**src/source/glue_pkg.sv**
```systemverilog
// shared bus structs, device select codes and memory-map constants; imported by the glue RTL
package glue_pkg;

  typedef struct packed {
    logic dragon;            // dragon map instead of coco
    logic dragon64;          // pia0/acia split, two rom banks
    logic disk_cart_enabled; // disk rom sits in the romc slot
  } machine_cfg_t;

  typedef struct packed {
    logic [15:0] addr;
    logic        rw;         // 1 = read
    logic        clk_e;
    logic        clk_q;
  } cpu_bus_t;

  typedef struct packed {
    logic [2:0] dev_sel;     // sam s0..s2
    logic [7:0] ma;          // muxed ram address
    logic       ras_n;
    logic       cas_n;
    logic       wr_ena;      // write strobe paced by the sam
  } sam_bus_t;

  typedef struct packed {
    logic ram;
    logic rom8;
    logic rom8_alt;
    logic roma;
    logic roma_alt;
    logic romc;
    logic pia0;
    logic pia1;
    logic acia;
    logic io;
  } dev_sel_t;

  typedef struct packed {
    logic ff40_wr;
    logic ff40_rd;
    logic wd_data_rd;
    logic wd_rd;
    logic wd_wr;
  } disk_strobe_t;

  typedef struct packed {
    logic [7:0] rom8;
    logic [7:0] rom8_alt;
    logic [7:0] roma;
    logic [7:0] roma_alt;
    logic [7:0] romc_disk;
    logic [7:0] pia0;
    logic [7:0] pia1;
    logic [7:0] acia;
    logic [7:0] io;
  } src_data_t;

  typedef struct packed {
    logic [15:0] addr;
    logic [7:0]  data;
    logic [5:0]  index;
    logic        download;   // high during a transfer
    logic        wr;
  } ioctl_t;

  typedef struct packed {
    logic [7:0] x;
    logic [7:0] y;
  } joy_pos_t;

  // sam device select codes, 74ls138 outputs
  localparam logic [2:0] sel_ram  = 3'd0;
  localparam logic [2:0] sel_rom8 = 3'd1;
  localparam logic [2:0] sel_roma = 3'd2;
  localparam logic [2:0] sel_romc = 3'd3;
  localparam logic [2:0] sel_pia0 = 3'd4;
  localparam logic [2:0] sel_pia1 = 3'd5;
  localparam logic [2:0] sel_io   = 3'd6;

  localparam logic [5:0]  cart_index   = 6'd1;
  localparam logic [15:0] cart_min_len = 16'h0100; // shorter transfer means no image

  localparam logic [7:0] joy_center = 8'd128;
  localparam logic [7:0] joy_max    = 8'd255;
  localparam logic [7:0] joy_min    = 8'd0;

endpackage

```
**src/source/read_path.sv**
```systemverilog
// cpu read capture on ras rise, read data mux, and video address and byte latches from the sam bus
module read_path import glue_pkg::*; (
  input  logic         clk,
  input  logic         l_reset,
  input  logic         spd_ena,    // sam pacing enable
  input  cpu_bus_t     bus,
  input  sam_bus_t     sam,
  input  dev_sel_t     sel,
  input  machine_cfg_t cfg,
  input  src_data_t    src,
  input  logic [7:0]   cart_dout,
  input  logic [7:0]   vid_data,   // ram read port
  output logic [7:0]   cpu_din,
  output logic [15:0]  video_addr,
  output logic [7:0]   vdg_byte
);

  // sources held from the ras rise
  typedef struct packed {
    logic [7:0] ram;
    logic [7:0] rom8;
    logic [7:0] rom8_alt;
    logic [7:0] roma;
    logic [7:0] roma_alt;
    logic [7:0] romc;
    logic [7:0] pia0;
    logic [7:0] pia1;
  } cap_t;

  cap_t       cap;
  logic       ras_r;
  logic       cas_r;
  logic       q_r;
  logic       ras_rise;
  logic       ras_fall;
  logic       cas_fall;
  logic       q_rise;
  logic [7:0] romc_src;

  assign ras_rise = spd_ena & sam.ras_n & ~ras_r & bus.clk_e; // end of cpu cycle
  assign ras_fall = spd_ena & ~sam.ras_n & ras_r;
  assign cas_fall = spd_ena & ~sam.cas_n & cas_r;
  assign q_rise   = spd_ena & bus.clk_q & ~q_r;

  assign romc_src = cfg.disk_cart_enabled ? src.romc_disk : cart_dout;

  always_ff @(posedge clk or posedge l_reset)
  begin
    if (l_reset)
    begin
      ras_r      <= 1'b0;
      cas_r      <= 1'b0;
      q_r        <= 1'b0;
      cap        <= '0;
      video_addr <= '0;
      vdg_byte   <= '0;
    end
    else if (spd_ena)
    begin
      if (ras_rise)
      begin
        cap.ram      <= vid_data;
        cap.rom8     <= src.rom8;
        cap.rom8_alt <= src.rom8_alt;
        cap.roma     <= src.roma;
        cap.roma_alt <= src.roma_alt;
        cap.romc     <= romc_src;
        cap.pia0     <= src.pia0;
        cap.pia1     <= src.pia1;
      end
      if (ras_fall)
        video_addr[7:0] <= sam.ma;  // row
      if (cas_fall)
        video_addr[15:8] <= sam.ma; // column
      if (q_rise)
      begin
        vdg_byte <= vid_data;
        cap.ram  <= vid_data;
      end
      ras_r <= sam.ras_n;
      cas_r <= sam.cas_n;
      q_r   <= bus.clk_q;
    end
  end

  // first active select wins
  always_comb
  begin
    if (sel.ram)
      cpu_din = cap.ram;
    else if (sel.rom8)
      cpu_din = cap.rom8;
    else if (sel.rom8_alt)
      cpu_din = cap.rom8_alt;
    else if (sel.roma)
      cpu_din = cap.roma;
    else if (sel.roma_alt)
      cpu_din = cap.roma_alt;
    else if (sel.romc)
      cpu_din = cap.romc;
    else if (sel.acia)
      cpu_din = src.acia; // live, stub device
    else if (sel.pia0)
      cpu_din = cap.pia0;
    else if (sel.pia1)
      cpu_din = cap.pia1;
    else if (sel.io)
      cpu_din = src.io;   // live, fdc drives it
    else
      cpu_din = 8'hff;    // open bus
  end

endmodule

```
**config.mk**
```make
export PLATFORM = sky130hd
export DESIGN_NAME = read_path
export DESIGN_NICKNAME = d
export VERILOG_FILES = /design/src/source/glue_pkg.sv /design/src/source/read_path.sv
export SDC_FILE = /design/constraint.sdc
export NUM_CORES = 1
export LEC_CHECK = 0
export BUFFER_PORTS_ARGS = -buffer_cell sky130_fd_sc_hd__buf_2
export CAP_MARGIN = 20
export CORE_MARGIN = 8
export CORE_UTILIZATION = 40
export DETAILED_ROUTE_END_ITERATION = 10
export HOLD_SLACK_MARGIN = 0.02
export PLACE_DENSITY = 0.64
export SYNTH_ARGS = -nofsm -noshare
export SYNTH_HDL_FRONTEND = slang
export SYNTH_SLANG_ARGS = --single-unit
```
**constraint.sdc**
```tcl
create_clock -name clk -period 3 [get_ports clk]
set_input_delay 0.15 -clock clk [delete_from_list [all_inputs] [get_ports clk]]
set_output_delay 0.15 -clock clk [all_outputs]
set_load 0.02 [all_outputs]
```
Word level (Yosys, flattened, before mapping)
Cells that the tools add are included.

Register bits: 91. Input bits: 137. Output and inout port bits: 32. Logic and storage cells: 46.

Multiplexer cells: 13. Bitwise gates (word level): 13. Reduce and logical (&&, ||, !) cells: 6.

Operator list (count): two-way mux 8 bit (12); two-way mux 64 bit (1); AND reduction 2 bit (5); AND 1 bit (9); NOT 1 bit (4); nonzero test 2 bit (1).

Logic depth before layout (Yosys ltp)
Gate-level depths: netlist of run 1.

Word-level depth: 10. Depth in mapped cells: 6. Mapped depth without buffers: 4.

Least setup slack after synthesis of run 1
Ideal clock, no wire load.

Path type: in2out. From: input port sel[7] in the netlist's numbering. To: output port cpu_din[0]. Arrival: 1.278 ns. Required time: 2.850 ns. Setup slack: 1.572 ns. Cell stages on the path: 6. Path through: buf_6 -> or2_0 -> buf_6 -> a221oi_2 -> o21ai_1 -> a221oi_2.

Word-level cells in the longest chain between the ends: 3.

Ends and longest elaborated chain: start, declared (line read_path.sv:8) `input dev_sel_t sel,`; two-way mux 8 bit (line read_path.sv:93) `else if (sel.rom8_alt)`; two-way mux 8 bit (line read_path.sv:91) `else if (sel.rom8)`; two-way mux 8 bit (line read_path.sv:89) `if (sel.ram)`; end, declared (line read_path.sv:13) `output logic [7:0] cpu_din,`.

Every way passes these cells.

Final worst setup path of run 1
From: input port sel[7] in the netlist's numbering. To: output port cpu_din[5].

Same word-level chain as after synthesis.

==> results of run 1 <==
[through the flow]
stage	setup WS, ps	cell area, sq um	cells
after floorplan	486	4380	356
after CTS	1030	6030	701
after global routing	950	6030	702
after global placement	1070	5170	622
after detailed placement	1040	5170	622
final	1050	6030	702
[cell usage in the layout, fill, tap and decap left out, types with 5 or more instances in the layout]
cell type	count
dlygate4sd3_1	63
nand3b_1	5
o211ai_1	6
dfrtp_1	91
nor2_1	14
a221o_1	8
nand2_1	23
mux2i_1	8
mux2_1	51
clkbuf_8	10
a21oi_1	8
o21ai_1	17
a211oi_1	7
mux2_2	32
a221oi_2	14
buf_2	145
nor2b_1	10
inv_1	23
[power by group]
part	switching (mW)	leakage [nW]	internal, mW
Combinational	0.453	1.62	0.433
Sequential	0.161	1.09	1.52
Clock	0.437	0.110	0.497
Total	1.05	2.82	2.45
[critical path, stage by stage]
cell,delay (ps)
buf_2,190
or2_0,460
a221oi_2,310
o21ai_1,150
a221oi_2,300
buf_2,220
[flip-flops by register name, indices dropped and copies added, names as in the netlist]
signal	flops
cap	64
cas_r	1
q_r	1
ras_r	1
vdg_byte	8
video_addr	16
[kinds of logic after synthesis]
group           synth area share [%]
simple gates                    7.34
flops                           52.0
mux                             23.2
buf+inv                         5.22
compound gates                  12.3
[layer usage]
metal  GRT usage, %  up-vias
met5              0        -
met4           6.79        4
met3           6.57       27
met2           28.7      110
met1           20.1     1644
li1               -     1666
[Yosys cell counts, types with 3 or more instances]
| library cell | n |
|---|---|
| a211oi_1 | 7 |
| a21oi_1 | 8 |
| a221o_1 | 8 |
| a221oi_2 | 14 |
| buf_2 | 9 |
| buf_4 | 3 |
| buf_6 | 4 |
| clkbuf_1 | 6 |
| dfrtp_1 | 91 |
| inv_1 | 24 |
| mux2_1 | 51 |
| mux2_2 | 32 |
| mux2i_1 | 8 |
| nand2_1 | 23 |
| nand3b_1 | 5 |
| nor2_1 | 14 |
| nor2b_1 | 10 |
| nor3b_1 | 4 |
| o211ai_1 | 6 |
| o21ai_1 | 17 |
[worst max-delay path by stage]
stage | start | endpoint | slack, ps
floorplan | l_reset | cap[0] | 490
global placement | sel[7] | cpu_din[5] | 1070
detailed placement | sel[7] | cpu_din[5] | 1040
CTS | sel[7] | cpu_din[5] | 1030
global route | sel[7] | cpu_din[5] | 950
finish | sel[7] | cpu_din[5] | 1050
[layout make-up]
cell class,count,area share [%]
flip-flops and latches,91,37.8
multi-input cells,218,31.1
repair buffers,211,22.9
well taps,140,2.90
clock buffers,11,2.34
inverters,25,1.58
clock inverters,5,1.41
diodes,1,0.0415
[repair_timing]
| item | 4_1_cts | 5_1_grt |
|---|---|---|
| endpoints found under the setup margin | 0 | 0 |
| hold buffers | 63 | 0 |
| setup buffers | 0 | 0 |
| hold endpoints to repair | 91 | 0 |
==> impl.org, run 1 <==
** Route
- Drt pass-1 iters :: 4
- Dividing the detail-routed wire length by the instance count gives 17.2 microns.
- Uppermost layer routed :: met5
- Vias :: 3451
- Met3 layer wire length in the routed design :: 933 microns
- After detailed routing, the wire length on met1 is just under 5000 microns.
- Routed wire length on met2 :: 5870 microns
- For this block, the initial DRC count from the detailed router was around 150.
- In the routed design, unresolved DRC markers number 0.
- Using the TritonRoute via totals, the vias-per-cell ratio works out to between 4 and 5.
- Antenna viol nets, final :: 0
- After detailed routing, the total wire length is 12100 microns.

** Clocking
- Sinks on Clock Net :: 91
- Clock buffers created by TritonCTS :: 9
- After clock tree synthesis, the clock-pin slew on the worst setup and hold paths is 80 ps.
- Clock latency on the worst-skew pair :: 370 ps
- Number of cells upsized or downsized after cts :: 0
- CTS tree :: yes
- In this run the number of H-tree levels came out at 3.
- Buffer cell driving the clock tree root :: clkbuf_8
- Longest Clk Path Bufs :: 2

** Pwr
- The analysis attributes to cell leakage a power of 2.82 nW.
- Pwr/cell area :: between 500 and 600 mW/mm^2
- Overall power of the completed layout :: 3.50 mW
- Peak supply drop :: 0.491 mV

** Finish
- Share of final-layout standard cells stronger than drive strength 1 :: between 30 and 40%
- The multi-input combinational cells in the finished layout cover a total of 0.00188 sq mm.
- Nets :: a little under 700
- Finished Core Util :: 56.1%
- The area growth from synthesis to layout is 37.6%.
- Sequential cell area :: around 0.0023 sq mm
- Total of fill cells in the finished design :: 942

** Floorplanning
- The initial utilization of the core area, before any placement, comes to 40.8%.
- The die covers 0.0146 sq mm.
- Standard-cell rows :: 38
- For this design the top-level I/O count stands at 169.
- The core region is 0.0107 sq mm.
- Horiz. Die Dim :: 121 microns
- Die Y :: 121 microns

** Yosys
- Biggest area consumer among synthesized cells :: dfrtp_1
- Cells after Synth :: around 360
- The synthesized netlist contains 32 unique library cells.
- Of all flip-flops after synthesis, the portion carrying an async set or reset was between 90% and 100%.
- Sequential element share of the synthesized area :: 52.0%
- Yosys reg bits :: 91
- Synthesis warning total :: 0
- Averaged over all synthesized cells, the footprint is 12.3 sq um.
- Yosys top cell area share :: 52.0%
- Prevailing post-synth register cell :: dfrtp_1
- The synthesized design contains 0 enable-type register cells.
- Synthesized Nets :: 493
- After synthesis, the cell types taking the most area are dfrtp_1 (52%), mux2_1 (13%), mux2_2 (8.2%).
- After synthesis the cells add up to 0.00438 sq mm.

** Setup path
- In this run the worst path has a maximum fanout of 18.
- Critical path required time :: 2850 ps
- Reg2Reg Depth :: 3
- Start-to-end type of the worst setup path :: in2out
- STA classifies the critical path endpoint as an output pin.
- Across all register-to-register paths, the minimum setup slack is 1320 ps.
- Crit path arrival time :: approximately 1800 ps
- Startpoint type of the worst setup path :: primary input
- Startpoint of the lowest-slack register-to-register path :: ras_r
- The endpoint identified for the worst register-to-register timing path is cap[31].

** STA
- For this run, the top clock speed supported by timing is 513 MHz.
- At the pin with the least slew margin, the transition time is 792 ps.
- Dividing the final minimum period by the clock period gives around 65%.
- Measured against its own limit, the worst slew margin works out to 47.2%.
- Number of max-slew violations in the final report :: 0
- The number of failing hold endpoints at the final stage was 0.
- Clock Skews :: about 12 ps
- Setup violations remaining at the end of the flow were counted as 0.
- Hold timing on the final database bottoms out at a slack of 43.9 ps.
- Setup repair after global routing left no endpoint under its margin.
- In the final timing run, aggregate negative setup slack is 0 ps.
- Final critical delay including setup and external delays :: 1950 ps

** Placement
- Global placer's final weighted congestion :: 0.805
- Detailed placement finished with a half-perimeter wire length of between 9000 and 10000 microns.
- Buffers placed on the I/O ports in this run total 145.

** GRT
- Entering global routing, the biggest net connects between 60 and 70 pins.
- The number of antenna violations at the first check in global routing is 3.
- Via count of the first global-routing pass :: 3966
- Global routing used 17.4% of the available tracks across all layers.
- Summed over all layers, the global routing overflow is 0.
- The first global-routing pass estimated 19900 microns of wire.

** Run status
- Status :: finished clean

** Run
- Max_cap viols :: 0

** Worst hold path
- Path type of the worst min-delay path :: in2reg
- Worst Hold Depth :: 2
- The path with the worst hold slack has its endpoint at vdg_byte[7].
- Source of the worst hold timing path :: vid_data[7]
No activity file was read; power rests on OpenSTA's default activity.
==> inputs of run 2 (changes only) <==
ABC_AREA = 1   (was not set)
PLACE_DENSITY = 0.66   (was 0.64)
clock period = 1.7 ns   (was 3 ns; I/O delays follow)
==> run 2 against run 1 <==
The flow now finishes with violations (negative setup slack); power grew 66%; highest routed layer is now met4; utilization increased by 1.8 points; non-clock buffer count is 18 higher; first-iteration DRC count is 45% higher; global-route usage increased by 0.96 points; synthesized cell count up 55%; sequential share of layout area is 1.3 points lower; largest cell class unchanged; worst setup slack got worse by 1100 ps; critical endpoint is now cpu_din[0]; critical path depth grew 7.
==> impl.org, run 2 <==
** Clocking
- Clock buffers created by TritonCTS :: 9
- Clock latency on the worst-skew pair :: 350 ps
- CTS tree :: yes
- Counting along the longest clock path gives a buffer depth of 2.
- Clock input transition at the sequential cells of the worst setup and hold paths :: about 90 ps
- Sinks on Clock Net :: 91
- In this run the number of H-tree levels came out at 3.
- Buffer cell driving the clock tree root :: clkbuf_8

** STA
- Derived from the worst setup path, the maximum achievable clock frequency is 587 MHz.
- Across the routed clock network, the largest skew measured is 8.19 ps.
- At the pin with the least slew margin, the transition time is between 500 and 600 ps.
- Share of the cycle needed by the critical path after routing :: 100%
- Setup repair after global routing missed its margin :: yes
- Fin Hold WS :: 63.0 ps
- Setup Viol. Count Final :: 1
- The final number of max-transition violations came to 0.
- The number of failing hold endpoints at the final stage was 0.
- For the final routed database, the setup TNS stands at -4.07 ps.
- After layout, the minimum clock period comes to 1700 ps.
- Measured against its own limit, the worst slew margin works out to 63.4%.
- Worst-case setup margin in the final layout :: -4.07 ps

** Route
- In the final routed layout, each cell accounts on average for 14.2 microns.
- The final layout contains routed wiring with a total length of around 13000 microns.
- In the routed layout, each cell is associated on average with a via count of 4.71.
- The detail route stage leaves a number of antenna-violating nets equal to 0.
- Vias :: 4272
- Drt pass-1 iters :: 4
- Total DRC errors in the routed layout :: 0
- The detailed router finished its first iteration with 215 violations.

** Setup path
- Number of buffer and inverter stages on the critical path :: 2
- Family of cells with the greatest summed delay on the critical path :: simple AND/OR/NAND/NOR gates
- In this run the worst path has a maximum fanout of 2.
- Startpoint type of the worst setup path :: flop
- Ordered list of cells on the worst path :: inv_2 -> a21oi_2 -> nand2_1 -> nand2_1 -> nand2_1 -> nand2_1 -> nand2_1 -> nand2_1 -> nand2_1 -> nand2_1 -> nand2_1 -> nand2_1 -> buf_6
- The critical path in this run is classified as reg2out.
- Flop2flop setup slack :: 370 ps
- At the worst endpoint, the required time is 1620 ps.
- Highest cell delay on the worst timing path :: ~350 ps
- Crit path arrival time :: 1620 ps
- Among all stages on the critical path, the largest delay is contributed by dfrtp_1.
- Cell occurring most often along the worst timing path :: nand2_1
- Critical Path Sink Type :: output pin

** Finish
- The library cell used most frequently in the layout, excluding fill and tap cells, is nand2_1.
- The sequential cells in the finished layout cover a total of between 0.002 and 0.0025 sq mm.
- Count of placed standard cells in the final layout, fillers left out :: 907
- In the final layout, the multi-input gates occupy between 0.0015 and 0.002 sq mm.
- In the final layout, the share of cells above drive strength 1 is 27.2%.
- Registers with the most flip-flops :: cap: 64 flops, video_addr: 16 flops, vdg_byte: 8 flops
- Finished Core Util :: between 50% and 60%
- With fillers left out, the area of the finished cells amounts to ~0.0063 sq mm.
- Counting flops per register, the top entry is cap.
- Nets :: about 900
- The area growth from synthesis to layout is 42.2%.
- Total of fill cells in the finished design :: 958
- Max FFs per register :: 64
- In the layout the commonest cells are nand2_1 (216), buf_2 (137), dfrtp_1 (91).

** Yosys
- Synthesis warning total :: 0
- Yosys top cell area share :: 51.8%
- Mapped cell area :: 0.00440 sq mm
- The number of nets in the synthesized netlist is between 600 and 700.
- Biggest area consumer among synthesized cells :: dfrtp_1
- Prevailing post-synth register cell :: dfrtp_1
- Averaged over all synthesized cells, the footprint is between 7 and 8 sq um.
- Yosys mapped the design onto 22 distinct sky130hd cell types.
- By count the netlist is led by nand2_1 (225), dfrtp_1 (91), inv_1 (63).
- Yosys instantiated no cell more often than nand2_1.
- After synthesis, flip-flops and latches occupy 51.8% of the total area.
- Synthesis produced a netlist whose cell count is 553.
- Post-synth EDFFs :: 0
- Yosys attributes the largest share of cell area to dfrtp_1 (52%), nand2_1 (19%), a21oi_1 (5.8%).
- Share of synthesized registers carrying an async set or reset :: 100%
- Yosys reg bits :: 91

** Worst hold path
- The path class of the tightest hold or removal check is in2reg.

** Pwr
- Leakage power :: ~3.3 nW
- Pwr/cell area :: a little over 900 mW/mm^2
- Peak supply drop :: ~0.63 mV
- The design draws 5.82 mW.

** GRT
- Global-route wire length before repair :: 21700 microns
- For this run, the total global-route usage over all layers was measured as 18.4%.
- The via count of the first global-routing pass is between 4k and 5k.
- After global routing the overflow that remains totals 0.
- Entering global routing, the biggest net connects 92 pins.
- The number of antenna violations at the first check in global routing came to 1.

** Run status
- Status :: finished, violations left
- The checks that failed: negative setup slack.

** Floorplanning
- The floorplan step defined a die boundary enclosing 0.0146 sq mm.
- In this run the standard cell core region covers 0.0108 sq mm.
- Standard-cell rows :: 38
- Number of ports placed on the die boundary :: 169
- Once the floorplan was initialized, standard cells occupied 40.7% of the core.
- From left edge to right edge, the die measures 121 microns.
- Die Y :: 121 microns

** Placement
- In this run the cell area measured after placement is 0.00518 sq mm.
- Pre-CTS worst setup slack :: 233 ps
- At the end of routability-driven placement, the weighted congestion stood at 0.813.
- Number of cells in the design after placement :: just over 800
- Port buffering added around 150 buffers.
- Final HPWL from detailed placement :: 8710 microns

** Run
- Max_cap viols :: 0
-- run 2: per-layer routing --
metal | track usage, % | vias to the layer above | share of wire (%) | routed length [microns]
met3 | 5.83 | 19 | 7.9 | 1020
met5 | 0 | - | 0 | 0
li1 | - | 2142 | - | -
met2 | 29.2 | 146 | 47 | 6050
met1 | 23.1 | 1965 | 43 | 5610
met4 | 6.17 | 0 | 1.8 | 229
-- run 2: area by class of cell --
type	count	area share [%]
sequential	91	36.4
timing repair buffer	229	25.9
clock buffer	12	2.48
clock inverter	3	0.380
multi-input combinational	367	28.0
inverter	64	3.90
antenna	1	0.0400
tap	140	2.80
-- run 2: final timing paths --
check / start / depth (start not counted) / to
worst min-delay path: src[36] / 5 / cap[20]
min in group asynchronous: l_reset / 4 / cap[8]
max in group asynchronous: l_reset / 4 / cap[56]
worst max register to register: q_r / 2 / vdg_byte[1]
worst max-delay path: cap[0] / 13 / cpu_din[0]
worst min register to register: cap[44] / 2 / cap[44]
-- run 2: report_power, final --
part	leakage, nW	switching, mW	internal (mW)
Combinational	2.07	0.907	0.735
Clock	0.0847	0.739	0.607
Sequential	1.12	0.205	2.63
-- run 2: tightest hold or removal path, stage by stage --
cell      delay [ps]
buf_2             70
inv_1             30
nand2_1           40
o211ai_1          80
o21ai_0           70
-- run 2: cell families after synthesis --
family          after synthesis  synth area share (%)
compound gates              109                  13.1
buf+inv                      95                  9.39
flops                        91                  51.8
mux                          16                  4.10
simple gates                242                  21.6
-- run 2: repair_timing --
item	CTS	global route
setup buffers	2	2
hold endpoints to repair	182	0
hold buffers	76	0
cloned	0	0
endpoints found under the setup margin	4	8
gates resized for setup	15	19
pin swaps	4	14
==> inputs of run 3 (changes only) <==
ABC_AREA = not set   (was 1)
BUFFER_PORTS_ARGS = -buffer_cell sky130_fd_sc_hd__clkbuf_2   (was -buffer_cell sky130_fd_sc_hd__buf_2)
==> run 3 against run 2 <==
The run still ends with negative setup slack left; largest cell class unchanged; first-iteration DRC count fell by 26%; global-route usage fell by 0.13 points; design area rose by 2.5%.
==> impl.org, run 3 (synthesis gave the netlist of run 1 again) <==
** Run status
- Status :: finished, violations left
- The checks that failed: negative setup slack.

** GRT
- Entering global routing, the biggest net connects 92 pins.
- Global-route wire length before repair :: about 21000 microns
- The number of antenna violations at the first check in global routing came to 0.
- The total overflow left after global routing is 0.
- Global-route total usage across every layer :: around 18%
- Via count of the first global-routing pass :: just over 4k

** STA
- Number of max-slew violations in the final report :: 0
- After layout, the minimum clock period comes to 1780 ps.
- For this run, the top clock speed supported by timing is 563 MHz.
- Worst-case setup margin in the final layout :: -77.3 ps
- Setup repair after global routing could not meet its margin everywhere.
- Final hold violation count :: 0
- After layout, the worst path uses 105% of the clock period.
- On the final layout, the worst clock skew is 11.1 ps.
- For the pin with the worst max-slew slack, the measured transition is between 400 and 500 ps.
- Max-Slew Margin vs Limit :: 67.6%
- Setup violations remaining at the end of the flow were counted as 4.

** Worst hold path
- Worst Hold Depth :: 3
- The min-delay analysis places its worst path in the category in2reg.

** Placement
- The count of buffers added on input and output ports is between 100 and 150.
- Summed over all nets, the half-perimeter wirelength after detailed placement is ~9200 microns.
- Pre-CTS worst setup slack :: 97.0 ps
- At the end of routability-driven placement, the weighted congestion stood at 0.803.

** Clocking
- Clock latency on the worst-skew pair :: between 300 and 400 ps
- The tree built by TritonCTS fans out to 91 sinks.
- The root buffer cell chosen for the clock tree is clkbuf_8.
- TritonCTS built the clock tree.
- Clock input transition at the sequential cells of the worst setup and hold paths :: about 80 ps
- Clock buffers created by TritonCTS :: 9
- Longest Clk Path Bufs :: 2
- Maximum level of the CTS H-tree :: 3

** Pwr
- Switching power of the nets :: 1.96 mW
- Sw Share :: a little under a third
- Logic gate share of total power :: roughly 29%
- Sequential Power Share :: 48.8%
- Pwr/cell area :: 955 mW/mm^2
- Leakage power :: 3.00 nW
- The internal power of the cells totals 4.17 mW.
- The share of total power dissipated in the clock network is 21.9%.
- Peak supply drop :: ~0.82 mV

** Setup path
- Crit Path Max Fanout :: 2
- On the critical path, the stage with the largest delay is an instance of dfrtp_1.
- The worst setup path is captured at an output pin.
- Highest cell delay on the worst timing path :: 380 ps
- Start-to-end type of the worst setup path :: reg2out
- Cell occurring most often along the worst timing path :: buf_4
- Walking the worst path, the cells encountered are buf_4 -> nand2_1 -> o211ai_1 -> a21oi_2 -> a221oi_2 -> buf_4.
- Reg2Reg Depth :: 3
- For flop-to-flop paths, the worst setup slack is 290 ps.
- Crit path arrival time :: 1690 ps
- Critical path required time :: ~1600 ps
- STA classifies the critical path startpoint as a flop.

** Floorplanning
- Once the floorplan was initialized, standard cells occupied between 40 and 50% of the core.
- The die is around 120 microns tall.
- The region available for standard cell placement spans around 0.011 sq mm.
- Number of ports placed on the die boundary :: 169
- Standard-cell rows :: 38
- The die covers 0.0146 sq mm.
- Horiz. Die Dim :: 121 microns

** Route
- Detailed-route wire length per cell :: around 18 microns
- For this run, design rule violations remaining after detail routing come to 0.
- The routed design has approximately 13000 microns of wire.
- Initial DRC Count :: 159
- Vias per inst :: 4.93
- Vias :: 3620
- Once detail routing completed, the nets flagged for antenna violations numbered 0.
- The first detailed-routing pass took 4 iterations.

** Finish
- The register with the most flip-flops in the layout has 64 of them.
- Nets :: 727
- The largest registers in the layout are cap: 64 flops, video_addr: 16 flops, vdg_byte: 8 flops.
- Signed area change from the synthesized netlist to the final layout :: 46.2%
- The library cell used most frequently in the layout, excluding fill and tap cells, is clkbuf_2.
- Leaving out fill and tap cells, the most frequent cells in the layout are clkbuf_2 (137), dfrtp_1 (91), dlygate4sd3_1 (82).
- Counting the fill cells in the layout gives 893.
- 0 antenna diodes ended up in the layout.
- Register with the highest flop count :: cap
- Share of final-layout standard cells stronger than drive strength 1 :: between 40% and 50%
- Once layout is complete, the utilization of the core stands at 59.7%.

** Run
- Max_cap viols :: 0
run 3: cell count changes in the layout (fill, tap and decap cells not counted), sizes merged, moves of 8 or more:
| cell | previous run | this run |
|---|---|---|
| a221o | 0 | 8 |
| o21ai | 50 | 17 |
| buf | 153 | 26 |
| mux2 | 16 | 83 |
| inv | 63 | 24 |
| mux2i | 0 | 8 |
| clkbuf | 12 | 147 |
| a211oi | 0 | 8 |
| nor2 | 3 | 14 |
| nand2 | 226 | 23 |
| nor2b | 0 | 10 |
| a21oi | 51 | 8 |
| a221oi | 0 | 15 |
| nand3 | 11 | 1 |
run 3: worst max-delay path: cells and delay by family (launching register included):
kind / cells / cell delay [ps]
buffers and inverters: 2 / 330
AO/OA/AOI/OAI: 3 / 560
flip-flops: 1 / 380
AND/OR/NAND/NOR: 1 / 50
run 3: final cells by class:
class	instances	area (sq um)	share of cell area, %
flip-flops and latches	91	2280	35.5
multi-input cells	218	1950	30.5
repair buffers	245	1730	26.9
well taps	140	175	2.73
clock buffers	10	138	2.15
inverters	25	97.6	1.52
clock inverters	6	41.3	0.644
run 3: through the flow:
step	hold slack (ps)	std cells	power, mW	setup TNS, ps	cell area [sq um]
2_1_floorplan	217	356	3.93	0	4390
6_report	33.7	735	6.12	-131	6410
3_5_place_dp	255	627	4.52	0	5240
4_1_cts	29.2	731	6.13	-660	6350
3_3_place_gp	247	627	4.44	0	5240
5_1_grt	33.1	735	6.48	-886	6410
run 3: what timing repair did:
| action | in CTS | in global routing |
|---|---|---|
| buffers inserted | 6 | 4 |
| endpoints found under the hold margin | 181 | 0 |
| setup endpoints to repair | 8 | 8 |
| gates resized for setup | 21 | 18 |
| pin swaps | 13 | 12 |
| hold buffers | 82 | 0 |
run 3: worst paths after layout:
kind,start,endpoint
max,cap[36],cpu_din[4]
min,src[33],cap[17]
max reg2reg,ras_r,cap[36]
min reg2reg,cap[21],cap[21]
max in group asynchronous,l_reset,cap[6]
min in group asynchronous,l_reset,cap[24]
run 3: metal layers:
layer  vias up  global-route usage (%)  part of all wire, %
met5         -                       0                    0
met4         0                    5.07                  1.3
met3        17                    7.27                  7.3
met2       105                    31.1                   51
met1      1761                    20.7                   41
li1       1737                       -                    -
run 3: power groups by stage:
stage | Combinational, mW | Sequential, mW | Clock, mW
floorplan | 0.830 | 3.10 | 0
global placement | 1.45 | 2.99 | 0
detailed placement | 1.49 | 3.03 | 0
CTS | 1.75 | 2.98 | 1.40
global route | 1.95 | 3.05 | 1.48
finish | 1.79 | 2.99 | 1.34
